--- src/rtl/mips_pipe_settings.svh ---
`ifndef MIPS_PIPE_SETTINGS_SVH
`define MIPS_PIPE_SETTINGS_SVH

// **************************************************
// Core widths
// **************************************************

// Data, address and instruction width.
`define MIPS_WORD_W 32

// Register index width for 32 registers.
`define MIPS_REG_ADDR_W 5

// **************************************************
// Fetch
// **************************************************

// First fetch address after reset.
`define MIPS_RESET_PC 32'h0000_0000

`endif

--- src/rtl/mips_pipe_pkg.sv ---
`default_nettype none

`include "mips_pipe_settings.svh"

package mips_pipe_pkg;
	typedef logic [`MIPS_WORD_W-1:0] word_t;
	typedef logic [`MIPS_REG_ADDR_W-1:0] reg_addr_t;
	typedef logic [5:0] opcode_t;
	typedef logic [5:0] funct_t;

	// Primary opcodes of the subset.
	localparam opcode_t OP_RTYPE = 6'h00;
	localparam opcode_t OP_BEQ   = 6'h04;
	localparam opcode_t OP_ADDIU = 6'h09;
	localparam opcode_t OP_LUI   = 6'h0f;
	localparam opcode_t OP_LW    = 6'h23;
	localparam opcode_t OP_SW    = 6'h2b;

	// R-type function codes.
	localparam funct_t FN_ADDU = 6'h21;
	localparam funct_t FN_SUBU = 6'h23;
	localparam funct_t FN_AND  = 6'h24;
	localparam funct_t FN_OR   = 6'h25;
	localparam funct_t FN_SLT  = 6'h2a;

	// Zero encodings make a cleared wall a no-op.
	typedef enum logic [2:0] {
		ADD,
		SUB,
		AND,
		OR,
		SLT
	} alu_op_t;

	typedef enum logic [1:0] {
		WB_ALU,
		WB_MEM,
		WB_IMM
	} wb_sel_t;

	typedef struct packed {
		alu_op_t alu_op;
		logic    use_imm;
	} ex_ctrl_t;

	typedef struct packed {
		logic dm_read;
		logic dm_write;
	} mem_ctrl_t;

	typedef struct packed {
		logic    reg_write;
		wb_sel_t wb_sel;
	} wb_ctrl_t;

	// **************************************************
	// Stage walls
	// **************************************************

	typedef struct packed {
		word_t instr;
		word_t pc_plus4;
	} if_id_t;

	typedef struct packed {
		word_t     ra_data;
		word_t     rt_data;
		word_t     alu_src2;
		word_t     imm;
		reg_addr_t dest;
		ex_ctrl_t  ex;
		mem_ctrl_t mem;
		wb_ctrl_t  wb;
	} id_ex_t;

	typedef struct packed {
		word_t     alu_result;
		word_t     rt_data;
		word_t     imm;
		reg_addr_t dest;
		mem_ctrl_t mem;
		wb_ctrl_t  wb;
	} ex_mem_t;

	typedef struct packed {
		logic      reg_write;
		reg_addr_t dest;
		word_t     wb_data;
	} mem_wb_t;
endpackage

`default_nettype wire

--- src/rtl/pipe_control.sv ---
`timescale 1ns/1ps
`default_nettype none

module pipe_control (
	input  mips_pipe_pkg::if_id_t    instr,
	input  mips_pipe_pkg::reg_addr_t ex_dest,
	input  mips_pipe_pkg::wb_ctrl_t  ex_wb,
	input  mips_pipe_pkg::reg_addr_t mem_dest,
	input  mips_pipe_pkg::wb_ctrl_t  mem_wb,
	input  mips_pipe_pkg::reg_addr_t wb_dest,
	input  logic                     wb_we,
	input  logic                     operands_equal,
	output mips_pipe_pkg::ex_ctrl_t  ex_ctrl,
	output mips_pipe_pkg::mem_ctrl_t mem_ctrl,
	output mips_pipe_pkg::wb_ctrl_t  wb_ctrl,
	output logic                     dest_is_rt,
	output logic                     sign_ext,
	output logic                     hazard,
	output logic                     flush
);
	mips_pipe_pkg::opcode_t   opcode;
	mips_pipe_pkg::funct_t    funct;
	mips_pipe_pkg::reg_addr_t rs;
	mips_pipe_pkg::reg_addr_t rt;
	logic                     reads_rt;
	logic                     is_beq;
	logic                     rs_hit;
	logic                     rt_hit;

	assign opcode = instr.instr[31:26];
	assign funct  = instr.instr[5:0];
	assign rs     = instr.instr[25:21];
	assign rt     = instr.instr[20:16];

	// **************************************************
	// Instruction decode
	// **************************************************

	always_comb begin
		ex_ctrl    = '0;
		mem_ctrl   = '0;
		wb_ctrl    = '0;
		dest_is_rt = 1'b1;
		sign_ext   = 1'b1;
		reads_rt   = 1'b0;
		is_beq     = 1'b0;
		case (opcode)
			mips_pipe_pkg::OP_RTYPE: begin
				dest_is_rt        = 1'b0;
				reads_rt          = 1'b1;
				wb_ctrl.reg_write = 1'b1;
				case (funct)
					mips_pipe_pkg::FN_ADDU: ex_ctrl.alu_op = mips_pipe_pkg::ADD;
					mips_pipe_pkg::FN_SUBU: ex_ctrl.alu_op = mips_pipe_pkg::SUB;
					mips_pipe_pkg::FN_AND:  ex_ctrl.alu_op = mips_pipe_pkg::AND;
					mips_pipe_pkg::FN_OR:   ex_ctrl.alu_op = mips_pipe_pkg::OR;
					mips_pipe_pkg::FN_SLT:  ex_ctrl.alu_op = mips_pipe_pkg::SLT;
					// Unknown funct such as the all-zero word.
					default: wb_ctrl.reg_write = 1'b0;
				endcase
			end
			mips_pipe_pkg::OP_ADDIU: begin
				ex_ctrl.use_imm   = 1'b1;
				wb_ctrl.reg_write = 1'b1;
			end
			mips_pipe_pkg::OP_LUI: begin
				sign_ext          = 1'b0;
				wb_ctrl.reg_write = 1'b1;
				wb_ctrl.wb_sel    = mips_pipe_pkg::WB_IMM;
			end
			mips_pipe_pkg::OP_LW: begin
				ex_ctrl.use_imm   = 1'b1;
				mem_ctrl.dm_read  = 1'b1;
				wb_ctrl.reg_write = 1'b1;
				wb_ctrl.wb_sel    = mips_pipe_pkg::WB_MEM;
			end
			mips_pipe_pkg::OP_SW: begin
				ex_ctrl.use_imm   = 1'b1;
				mem_ctrl.dm_write = 1'b1;
				reads_rt          = 1'b1;
			end
			mips_pipe_pkg::OP_BEQ: begin
				reads_rt = 1'b1;
				is_beq   = 1'b1;
			end
			default: ;
		endcase
	end

	// **************************************************
	// Stall and redirect
	// **************************************************

	// A source is pending while any later stage still has to write it.
	assign rs_hit = (rs != '0) &&
		((ex_wb.reg_write && rs == ex_dest) ||
		 (mem_wb.reg_write && rs == mem_dest) ||
		 (wb_we && rs == wb_dest));

	assign rt_hit = reads_rt && (rt != '0) &&
		((ex_wb.reg_write && rt == ex_dest) ||
		 (mem_wb.reg_write && rt == mem_dest) ||
		 (wb_we && rt == wb_dest));

	assign hazard = rs_hit || rt_hit;

	// Compare is only valid once both operands are current.
	assign flush = is_beq && operands_equal && !hazard;
endmodule

`default_nettype wire

--- src/rtl/fetch_unit.sv ---
`timescale 1ns/1ps
`default_nettype none

`include "mips_pipe_settings.svh"

module fetch_unit (
	input  logic                 clock,
	input  logic                 arst_n,
	input  logic                 run,
	input  logic                 hold,
	input  logic                 redirect,
	input  mips_pipe_pkg::word_t target,
	output mips_pipe_pkg::word_t pc,
	output mips_pipe_pkg::word_t pc_plus4
);
	assign pc_plus4 = pc + mips_pipe_pkg::word_t'(4);

	always_ff @(posedge clock or negedge arst_n) begin
		if (!arst_n) begin
			pc <= `MIPS_RESET_PC;
		end else if (run) begin
			// Redirect never coincides with hold.
			if (redirect) begin
				pc <= target;
			end else if (!hold) begin
				pc <= pc_plus4;
			end
		end
	end
endmodule

`default_nettype wire

--- src/rtl/reg_file.sv ---
`timescale 1ns/1ps
`default_nettype none

`include "mips_pipe_settings.svh"

module reg_file (
	input  logic                     clock,
	input  logic                     arst_n,
	input  logic                     we,
	input  mips_pipe_pkg::reg_addr_t waddr,
	input  mips_pipe_pkg::word_t     wdata,
	input  mips_pipe_pkg::reg_addr_t raddr_a,
	input  mips_pipe_pkg::reg_addr_t raddr_b,
	output mips_pipe_pkg::word_t     rdata_a,
	output mips_pipe_pkg::word_t     rdata_b
);
	localparam int DEPTH = 1 << `MIPS_REG_ADDR_W;

	mips_pipe_pkg::word_t regs [DEPTH];

	always_ff @(posedge clock or negedge arst_n) begin
		if (!arst_n) begin
			for (int i = 0; i < DEPTH; i++) begin
				regs[i] <= '0;
			end
		end else if (we && waddr != '0) begin
			regs[waddr] <= wdata;
		end
	end

	// r0 reads as zero.
	assign rdata_a = (raddr_a == '0) ? '0 : regs[raddr_a];
	assign rdata_b = (raddr_b == '0) ? '0 : regs[raddr_b];
endmodule

`default_nettype wire

--- src/rtl/decode_unit.sv ---
`timescale 1ns/1ps
`default_nettype none

module decode_unit (
	input  logic                   clock,
	input  logic                   arst_n,
	input  mips_pipe_pkg::if_id_t  if_id,
	input  logic                   dest_is_rt,
	input  logic                   sign_ext,
	input  logic                   use_imm,
	input  mips_pipe_pkg::mem_wb_t wb,
	input  logic                   run,
	output mips_pipe_pkg::id_ex_t  ex_payload,
	output logic                   operands_equal,
	output mips_pipe_pkg::word_t   branch_target
);
	mips_pipe_pkg::word_t ra_data;
	mips_pipe_pkg::word_t rt_data;
	mips_pipe_pkg::word_t imm;
	mips_pipe_pkg::word_t offset;

	reg_file u_reg_file (
		.clock   (clock),
		.arst_n  (arst_n),
		.we      (wb.reg_write && run),
		.waddr   (wb.dest),
		.wdata   (wb.wb_data),
		.raddr_a (if_id.instr[25:21]),
		.raddr_b (if_id.instr[20:16]),
		.rdata_a (ra_data),
		.rdata_b (rt_data)
	);

	// Only lui clears sign_ext.
	always_comb begin
		if (sign_ext) begin
			imm = {{16{if_id.instr[15]}}, if_id.instr[15:0]};
		end else begin
			imm = {if_id.instr[15:0], 16'h0000};
		end
	end

	// Control bundles are merged in at the top level.
	always_comb begin
		ex_payload          = '0;
		ex_payload.ra_data  = ra_data;
		ex_payload.rt_data  = rt_data;
		ex_payload.imm      = imm;
		ex_payload.alu_src2 = use_imm ? imm : rt_data;
		ex_payload.dest     = dest_is_rt ? if_id.instr[20:16] : if_id.instr[15:11];
	end

	// Branch target is a word offset from pc+4.
	assign offset         = {{14{if_id.instr[15]}}, if_id.instr[15:0], 2'b00};
	assign branch_target  = if_id.pc_plus4 + offset;
	assign operands_equal = ra_data == rt_data;
endmodule

`default_nettype wire

--- src/rtl/exec_unit.sv ---
`timescale 1ns/1ps
`default_nettype none

module exec_unit (
	input  mips_pipe_pkg::id_ex_t  id_ex,
	input  mips_pipe_pkg::ex_mem_t ex_mem,
	input  mips_pipe_pkg::word_t   dm_rdata,
	output mips_pipe_pkg::word_t   alu_result,
	output mips_pipe_pkg::word_t   wb_data
);
	logic less;

	assign less = $signed(id_ex.ra_data) < $signed(id_ex.alu_src2);

	// **************************************************
	// ALU on the REG2 side
	// **************************************************

	always_comb begin
		case (id_ex.ex.alu_op)
			mips_pipe_pkg::ADD: alu_result = id_ex.ra_data + id_ex.alu_src2;
			mips_pipe_pkg::SUB: alu_result = id_ex.ra_data - id_ex.alu_src2;
			mips_pipe_pkg::AND: alu_result = id_ex.ra_data & id_ex.alu_src2;
			mips_pipe_pkg::OR:  alu_result = id_ex.ra_data | id_ex.alu_src2;
			mips_pipe_pkg::SLT: alu_result = mips_pipe_pkg::word_t'(less);
			default:            alu_result = '0;
		endcase
	end

	// **************************************************
	// Writeback select on the REG3 side
	// **************************************************

	always_comb begin
		case (ex_mem.wb.wb_sel)
			mips_pipe_pkg::WB_MEM: wb_data = dm_rdata;
			mips_pipe_pkg::WB_IMM: wb_data = ex_mem.imm;
			default:               wb_data = ex_mem.alu_result;
		endcase
	end
endmodule

`default_nettype wire

--- src/rtl/pipe_regwalls.sv ---
`timescale 1ns/1ps
`default_nettype none

module pipe_regwalls (
	input  logic                   clock,
	input  logic                   arst_n,
	input  logic                   run,
	input  logic                   hazard,
	input  logic                   flush,
	input  mips_pipe_pkg::if_id_t  if_id_in,
	input  mips_pipe_pkg::id_ex_t  id_ex_in,
	input  mips_pipe_pkg::word_t   alu_result,
	input  mips_pipe_pkg::word_t   wb_data,
	output mips_pipe_pkg::if_id_t  if_id,
	output mips_pipe_pkg::id_ex_t  id_ex,
	output mips_pipe_pkg::ex_mem_t ex_mem,
	output mips_pipe_pkg::mem_wb_t mem_wb
);
	always_ff @(posedge clock or negedge arst_n) begin
		if (!arst_n) begin
			if_id  <= '0;
			id_ex  <= '0;
			ex_mem <= '0;
			mem_wb <= '0;
		end else if (run) begin
			// Hold on REG1 beats flush.
			if (hazard) begin
				if_id <= if_id;
			end else if (flush) begin
				if_id <= '0;
			end else begin
				if_id <= if_id_in;
			end

			// REG2 takes a bubble while decode stalls.
			if (hazard) begin
				id_ex <= '0;
			end else begin
				id_ex <= id_ex_in;
			end

			// REG3 and REG4 never stall.
			ex_mem <= '{
				alu_result: alu_result,
				rt_data:    id_ex.rt_data,
				imm:        id_ex.imm,
				dest:       id_ex.dest,
				mem:        id_ex.mem,
				wb:         id_ex.wb
			};

			mem_wb <= '{
				reg_write: ex_mem.wb.reg_write,
				dest:      ex_mem.dest,
				wb_data:   wb_data
			};
		end
	end
endmodule

`default_nettype wire

--- src/rtl/mips_pipe.sv ---
`timescale 1ns/1ps
`default_nettype none

module mips_pipe (
	input  logic                     clock,
	input  logic                     arst_n,
	input  logic                     run,
	output mips_pipe_pkg::word_t     imem_addr,
	input  mips_pipe_pkg::word_t     imem_data,
	output mips_pipe_pkg::word_t     dm_addr,
	output mips_pipe_pkg::word_t     dm_wdata,
	output logic                     dm_read,
	output logic                     dm_write,
	input  mips_pipe_pkg::word_t     dm_rdata,
	output logic                     wb_we,
	output mips_pipe_pkg::reg_addr_t wb_addr,
	output mips_pipe_pkg::word_t     wb_data
);
	mips_pipe_pkg::if_id_t    if_id_in;
	mips_pipe_pkg::if_id_t    if_id;
	mips_pipe_pkg::id_ex_t    payload;
	mips_pipe_pkg::id_ex_t    id_ex_in;
	mips_pipe_pkg::id_ex_t    id_ex;
	mips_pipe_pkg::ex_mem_t   ex_mem;
	mips_pipe_pkg::mem_wb_t   mem_wb;
	mips_pipe_pkg::ex_ctrl_t  ex_ctrl;
	mips_pipe_pkg::mem_ctrl_t mem_ctrl;
	mips_pipe_pkg::wb_ctrl_t  wb_ctrl;
	mips_pipe_pkg::word_t     pc_plus4;
	mips_pipe_pkg::word_t     branch_target;
	mips_pipe_pkg::word_t     alu_result;
	mips_pipe_pkg::word_t     wb_value;
	logic                     dest_is_rt;
	logic                     sign_ext;
	logic                     hazard;
	logic                     flush;
	logic                     operands_equal;

	assign if_id_in = '{instr: imem_data, pc_plus4: pc_plus4};

	assign id_ex_in = '{
		ra_data:  payload.ra_data,
		rt_data:  payload.rt_data,
		alu_src2: payload.alu_src2,
		imm:      payload.imm,
		dest:     payload.dest,
		ex:       ex_ctrl,
		mem:      mem_ctrl,
		wb:       wb_ctrl
	};

	fetch_unit u_fetch (
		.clock    (clock),
		.arst_n   (arst_n),
		.run      (run),
		.hold     (hazard),
		.redirect (flush),
		.target   (branch_target),
		.pc       (imem_addr),
		.pc_plus4 (pc_plus4)
	);

	pipe_control u_control (
		.instr          (if_id),
		.ex_dest        (id_ex.dest),
		.ex_wb          (id_ex.wb),
		.mem_dest       (ex_mem.dest),
		.mem_wb         (ex_mem.wb),
		.wb_dest        (mem_wb.dest),
		.wb_we          (mem_wb.reg_write),
		.operands_equal (operands_equal),
		.ex_ctrl        (ex_ctrl),
		.mem_ctrl       (mem_ctrl),
		.wb_ctrl        (wb_ctrl),
		.dest_is_rt     (dest_is_rt),
		.sign_ext       (sign_ext),
		.hazard         (hazard),
		.flush          (flush)
	);

	decode_unit u_decode (
		.clock          (clock),
		.arst_n         (arst_n),
		.if_id          (if_id),
		.dest_is_rt     (dest_is_rt),
		.sign_ext       (sign_ext),
		.use_imm        (ex_ctrl.use_imm),
		.wb             (mem_wb),
		.run            (run),
		.ex_payload     (payload),
		.operands_equal (operands_equal),
		.branch_target  (branch_target)
	);

	exec_unit u_exec (
		.id_ex      (id_ex),
		.ex_mem     (ex_mem),
		.dm_rdata   (dm_rdata),
		.alu_result (alu_result),
		.wb_data    (wb_value)
	);

	pipe_regwalls u_walls (
		.clock      (clock),
		.arst_n     (arst_n),
		.run        (run),
		.hazard     (hazard),
		.flush      (flush),
		.if_id_in   (if_id_in),
		.id_ex_in   (id_ex_in),
		.alu_result (alu_result),
		.wb_data    (wb_value),
		.if_id      (if_id),
		.id_ex      (id_ex),
		.ex_mem     (ex_mem),
		.mem_wb     (mem_wb)
	);

	// Memory port from REG3.
	assign dm_addr  = ex_mem.alu_result;
	assign dm_wdata = ex_mem.rt_data;
	assign dm_read  = ex_mem.mem.dm_read;
	assign dm_write = ex_mem.mem.dm_write;

	// Writeback port from REG4.
	assign wb_we   = mem_wb.reg_write;
	assign wb_addr = mem_wb.dest;
	assign wb_data = mem_wb.wb_data;
endmodule

`default_nettype wire

--- config.mk ---
export PLATFORM = sky130hd
export DESIGN_NAME = mips_pipe
export DESIGN_NICKNAME = d
export VERILOG_FILES = /design/src/rtl/mips_pipe_pkg.sv /design/src/rtl/pipe_control.sv /design/src/rtl/fetch_unit.sv /design/src/rtl/reg_file.sv /design/src/rtl/decode_unit.sv /design/src/rtl/exec_unit.sv /design/src/rtl/pipe_regwalls.sv /design/src/rtl/mips_pipe.sv
export VERILOG_INCLUDE_DIRS = /design/src /design/src/rtl
export SDC_FILE = /design/constraint.sdc
export NUM_CORES = 2
export LEC_CHECK = 0
export BUFFER_PORTS_ARGS = -buffer_cell sky130_fd_sc_hd__buf_2
export CAP_MARGIN = 0
export CORE_AREA = 2 2 513 515
export CTS_CLUSTER_DIAMETER = 60
export DETAILED_ROUTE_END_ITERATION = 16
export DIE_AREA = 0 0 515 517
export PLACE_DENSITY = 0.51
export SYNTH_ARGS = -nofsm -noshare
export SYNTH_HDL_FRONTEND = slang
export SYNTH_SLANG_ARGS = --single-unit
--- constraint.sdc ---
create_clock -name clock -period 8 [get_ports clock]
set_input_delay 0.8 -clock clock [delete_from_list [all_inputs] [get_ports clock]]
set_output_delay 0.8 -clock clock [all_outputs]
set_load 0.05 [all_outputs]
==> impl_metrics.env <==
export IMPL_outcome="complete, no violations"
export IMPL_grt_overflow=0
export IMPL_cts_hold_buffers_added=1
export IMPL_synthesis_nets=6268
export IMPL_yosysMostFrequentCell="dfrtp_1"
export IMPL_clk_latency_ns=0.84
export IMPL_highest_layer="met5"
export IMPL_synth_edff_count=0
export IMPL_instances_no_fill=9535
export IMPL_grt_pass1_wl_um=409000
export IMPL_cts_resized_gates=0
export IMPL_tightest_slew_ns=1.38
export IMPL_period_share_pct=74.7
export IMPL_met3_length_um=21100
export IMPL_cts_tree="done"
export IMPL_area_growth_pct=12.2
export IMPL_drt_wirelength_per_cell_um=29.8
export IMPL_drive_above_1_share_pct=38.3
export IMPL_grt_total_usage_pct=21.1
export IMPL_required_ns=8.58
export IMPL_clk_pin_slew_ns=0.06
export IMPL_synth_cell_types=90
export IMPL_fp_row_count=188
export IMPL_cp_start_kind="flip-flop"
export IMPL_critPathCaptureType="flip-flop"
export IMPL_fp_dieH_um=517
export IMPL_final_area_sq_um=87400
export IMPL_syn_avg_cell_area_sq_um=12.9
export IMPL_clk_path_buf_depth=3
export IMPL_placed_area_sq_um=81900
export IMPL_final_nets=6185
export IMPL_ir_drop_mv=0.240
export IMPL_yosysWarnings=0
export IMPL_start_util_pct=29.8
export IMPL_max_clock_freq_mhz=167
export IMPL_synth_commonest_cells="dfrtp_1 (1,403), mux2_2 (1,111), mux4_2 (502)"
export IMPL_skew_ns=0.0497
export IMPL_ys_seq_elements=1403
export IMPL_h_tree_depth=4
export IMPL_yosys_most_used_dff="dfrtp_1"
export IMPL_hp_class="primary input to flip-flop"
export IMPL_vias_per_cell=5.72
export IMPL_ios=203
export IMPL_dr_first_iter_drc_count=5434
export IMPL_netlist_area_sq_um=77900
export IMPL_synth_async_sr_flop_share_pct=100
export IMPL_rsz0062_at_grt="false"
export IMPL_synth_top_area_share_pct=45.1
export IMPL_port_buffers=202
export IMPL_cp_slowest_stage_delay_ns=0.90
export IMPL_cap_violations=0
export IMPL_grt_pass1_vias=54400
export IMPL_core_area_sq_um=261000
export IMPL_drt_first_pass_iters=5
export IMPL_slew_viol_final=0
export IMPL_power_w=0.0210
export IMPL_fin_setup_tns_ns=0
export IMPL_max_slew_margin_rel_pct=8.01
export IMPL_dr_wl_met2_um=127000
export IMPL_grt_max_degree=165
export IMPL_cp_cell_sequence="buf_4 -> mux4_2 -> mux4_2 -> o21ai_1 -> xor2_1 -> nor4_1 -> nand4_1 -> or3_1 -> buf_4 -> nand3_1 -> o21ai_0"
export IMPL_period_minus_slack_ns=5.98
export IMPL_synth_area_leaders="dfrtp_1 (45%), mux2_2 (16%), mux4_2 (15%)"
export IMPL_wl_met1_um=125000
export IMPL_placed_cells=9226
export IMPL_path_class="flip-flop to flip-flop"
export IMPL_die_area_sq_um=266000
export IMPL_gp_congestion=0.915
export IMPL_critical_path_slowest_cell="dfrtp_4"
export IMPL_clock_sinks=1403
export IMPL_power_leakage_nw=39.3
export IMPL_drc=0
export IMPL_antenna_left=0
export IMPL_routed_wl_um=284000
export IMPL_hold_violations=0
export IMPL_ys_seq_area_share_pct=45.1
export IMPL_synth_top_area_cell="dfrtp_1"
export IMPL_die_w_um=515
export IMPL_via_count=54600
export IMPL_grt_antenna_before_repair=14
export IMPL_root_buffer="clkbuf_16"
export IMPL_crit_arrival_ns=6.56
export IMPL_p_per_area_nw_per_um2=240
export IMPL_synthCells=6059
export IMPL_crit_path_max_fanout=28
export IMPL_postCtsSetupRepairBufs=0
export IMPL_post_dp_hpwl_um=185000
export IMPL_cts_made_buffers=167
export IMPL_setup_violations_final=0
==> power breakdown <==
group	total [W]	switching, W	internal, W
clock network	0.00771	0.00329	0.00442
registers	0.00826	0.000644	0.00761
logic	0.00505	0.00345	0.00160
total	0.0210	0.00739	0.0136
==> sequential cells by signal (all words and copies together) (netlist names) <==
name,flops
u_walls.if_id,64
u_decode.u_reg_file.regs,1024
u_walls.mem_wb,38
u_walls.id_ex,140
u_walls.ex_mem,105
u_fetch.pc,32
==> metrics by stage <==
stage	hold WS [ns]	util, %	worst slack [ns]
4_1_cts	0.164	33.5	2.11
3_3_place_gp	0.361	31.4	2.10
6_report	0.221	33.5	2.02
5_1_grt	0.197	33.5	1.95
2_1_floorplan	0.425	-	4.25
3_5_place_dp	0.367	31.4	2.15
==> final timing paths <==
| kind | from | endpoint | slack [ns] | cells after the start |
|---|---|---|---|---|
| min | imem_data[14] | u_walls.if_id[46] | 0.22 | 3 |
| max reg2reg | u_walls.if_id[48] | u_walls.if_id[51] | 2.02 | 11 |
| min reg2reg | u_decode.u_reg_file.regs[1017] | u_decode.u_reg_file.regs[1017] | 0.38 | 0 |
| min in group asynchronous | arst_n | u_walls.if_id[47] | 0.57 | 2 |
| max in group asynchronous | arst_n | u_decode.u_reg_file.regs[156] | 5.36 | 4 |
| max | u_walls.if_id[48] | u_walls.if_id[51] | 2.02 | 11 |
==> cell type report <==
type                       instances  area [sq um]
timing repair buffer             384          2630
sequential                      1403         35100
inverter                         149           564
antenna                            3          7.51
clock buffer                     243          4760
multi-input combinational       3871         39300
clock inverter                    62           722
fill                           25600        174000
tap                             3420          4280
==> metal layers <==
layer | vias up | global-route usage, %
met5 | - | 0
met4 | 2 | 7.86
met3 | 497 | 3.96
met2 | 2352 | 32.3
met1 | 29200 | 29.5
li1 | 22500 | -
==> kinds of logic (layout without fill, tap and decap cells) <==
logic type	count (synthesis)	after routing	synth area share (%)
AND/OR/NAND/NOR	846	846	5.13
buffers and inverters	785	838	4.78
multiplexers	1787	1787	32.8
adder cells (fa/ha/maj)	142	142	2.31
flip-flops	1403	1403	45.1
AO/OA/AOI/OAI	958	958	8.35
other	0	3	0
XOR/XNOR	138	138	1.55
==> placed cells by master (no fill, tap or decap), drive strengths merged, types with 15 or more instances in the layout <==
cell type	n
o2bb2ai	24
nand2	314
and3	21
xnor2	75
mux2i	172
xor2	63
nand4	23
nand2b	23
a22o	24
mux2	1113
mux4	502
dfrtp	1403
nor2b	24
nor3	74
a221oi	31
or3	16
a211o	19
nor2	157
o21a	16
a22oi	96
inv	164
o21ai	194
a21o	68
buf	383
o21bai	15
ha	139
o2111ai	15
o31ai	50
and2	15
a21oi	142
a31oi	33
a211oi	62
clkbuf	243
clkinv	32
o211ai	16
nand3	99
nor4	31
o22ai	85
==> critical path, delay by kind of cell (launching register included) <==
kind,cells,cell delay [ns]
xor+xnor,1,0.32
buf+inv,2,1.01
simple gates,4,1.40
compound gates,2,0.90
flops,1,0.90
mux,2,1.10
(Power assumes the default switching activity.)
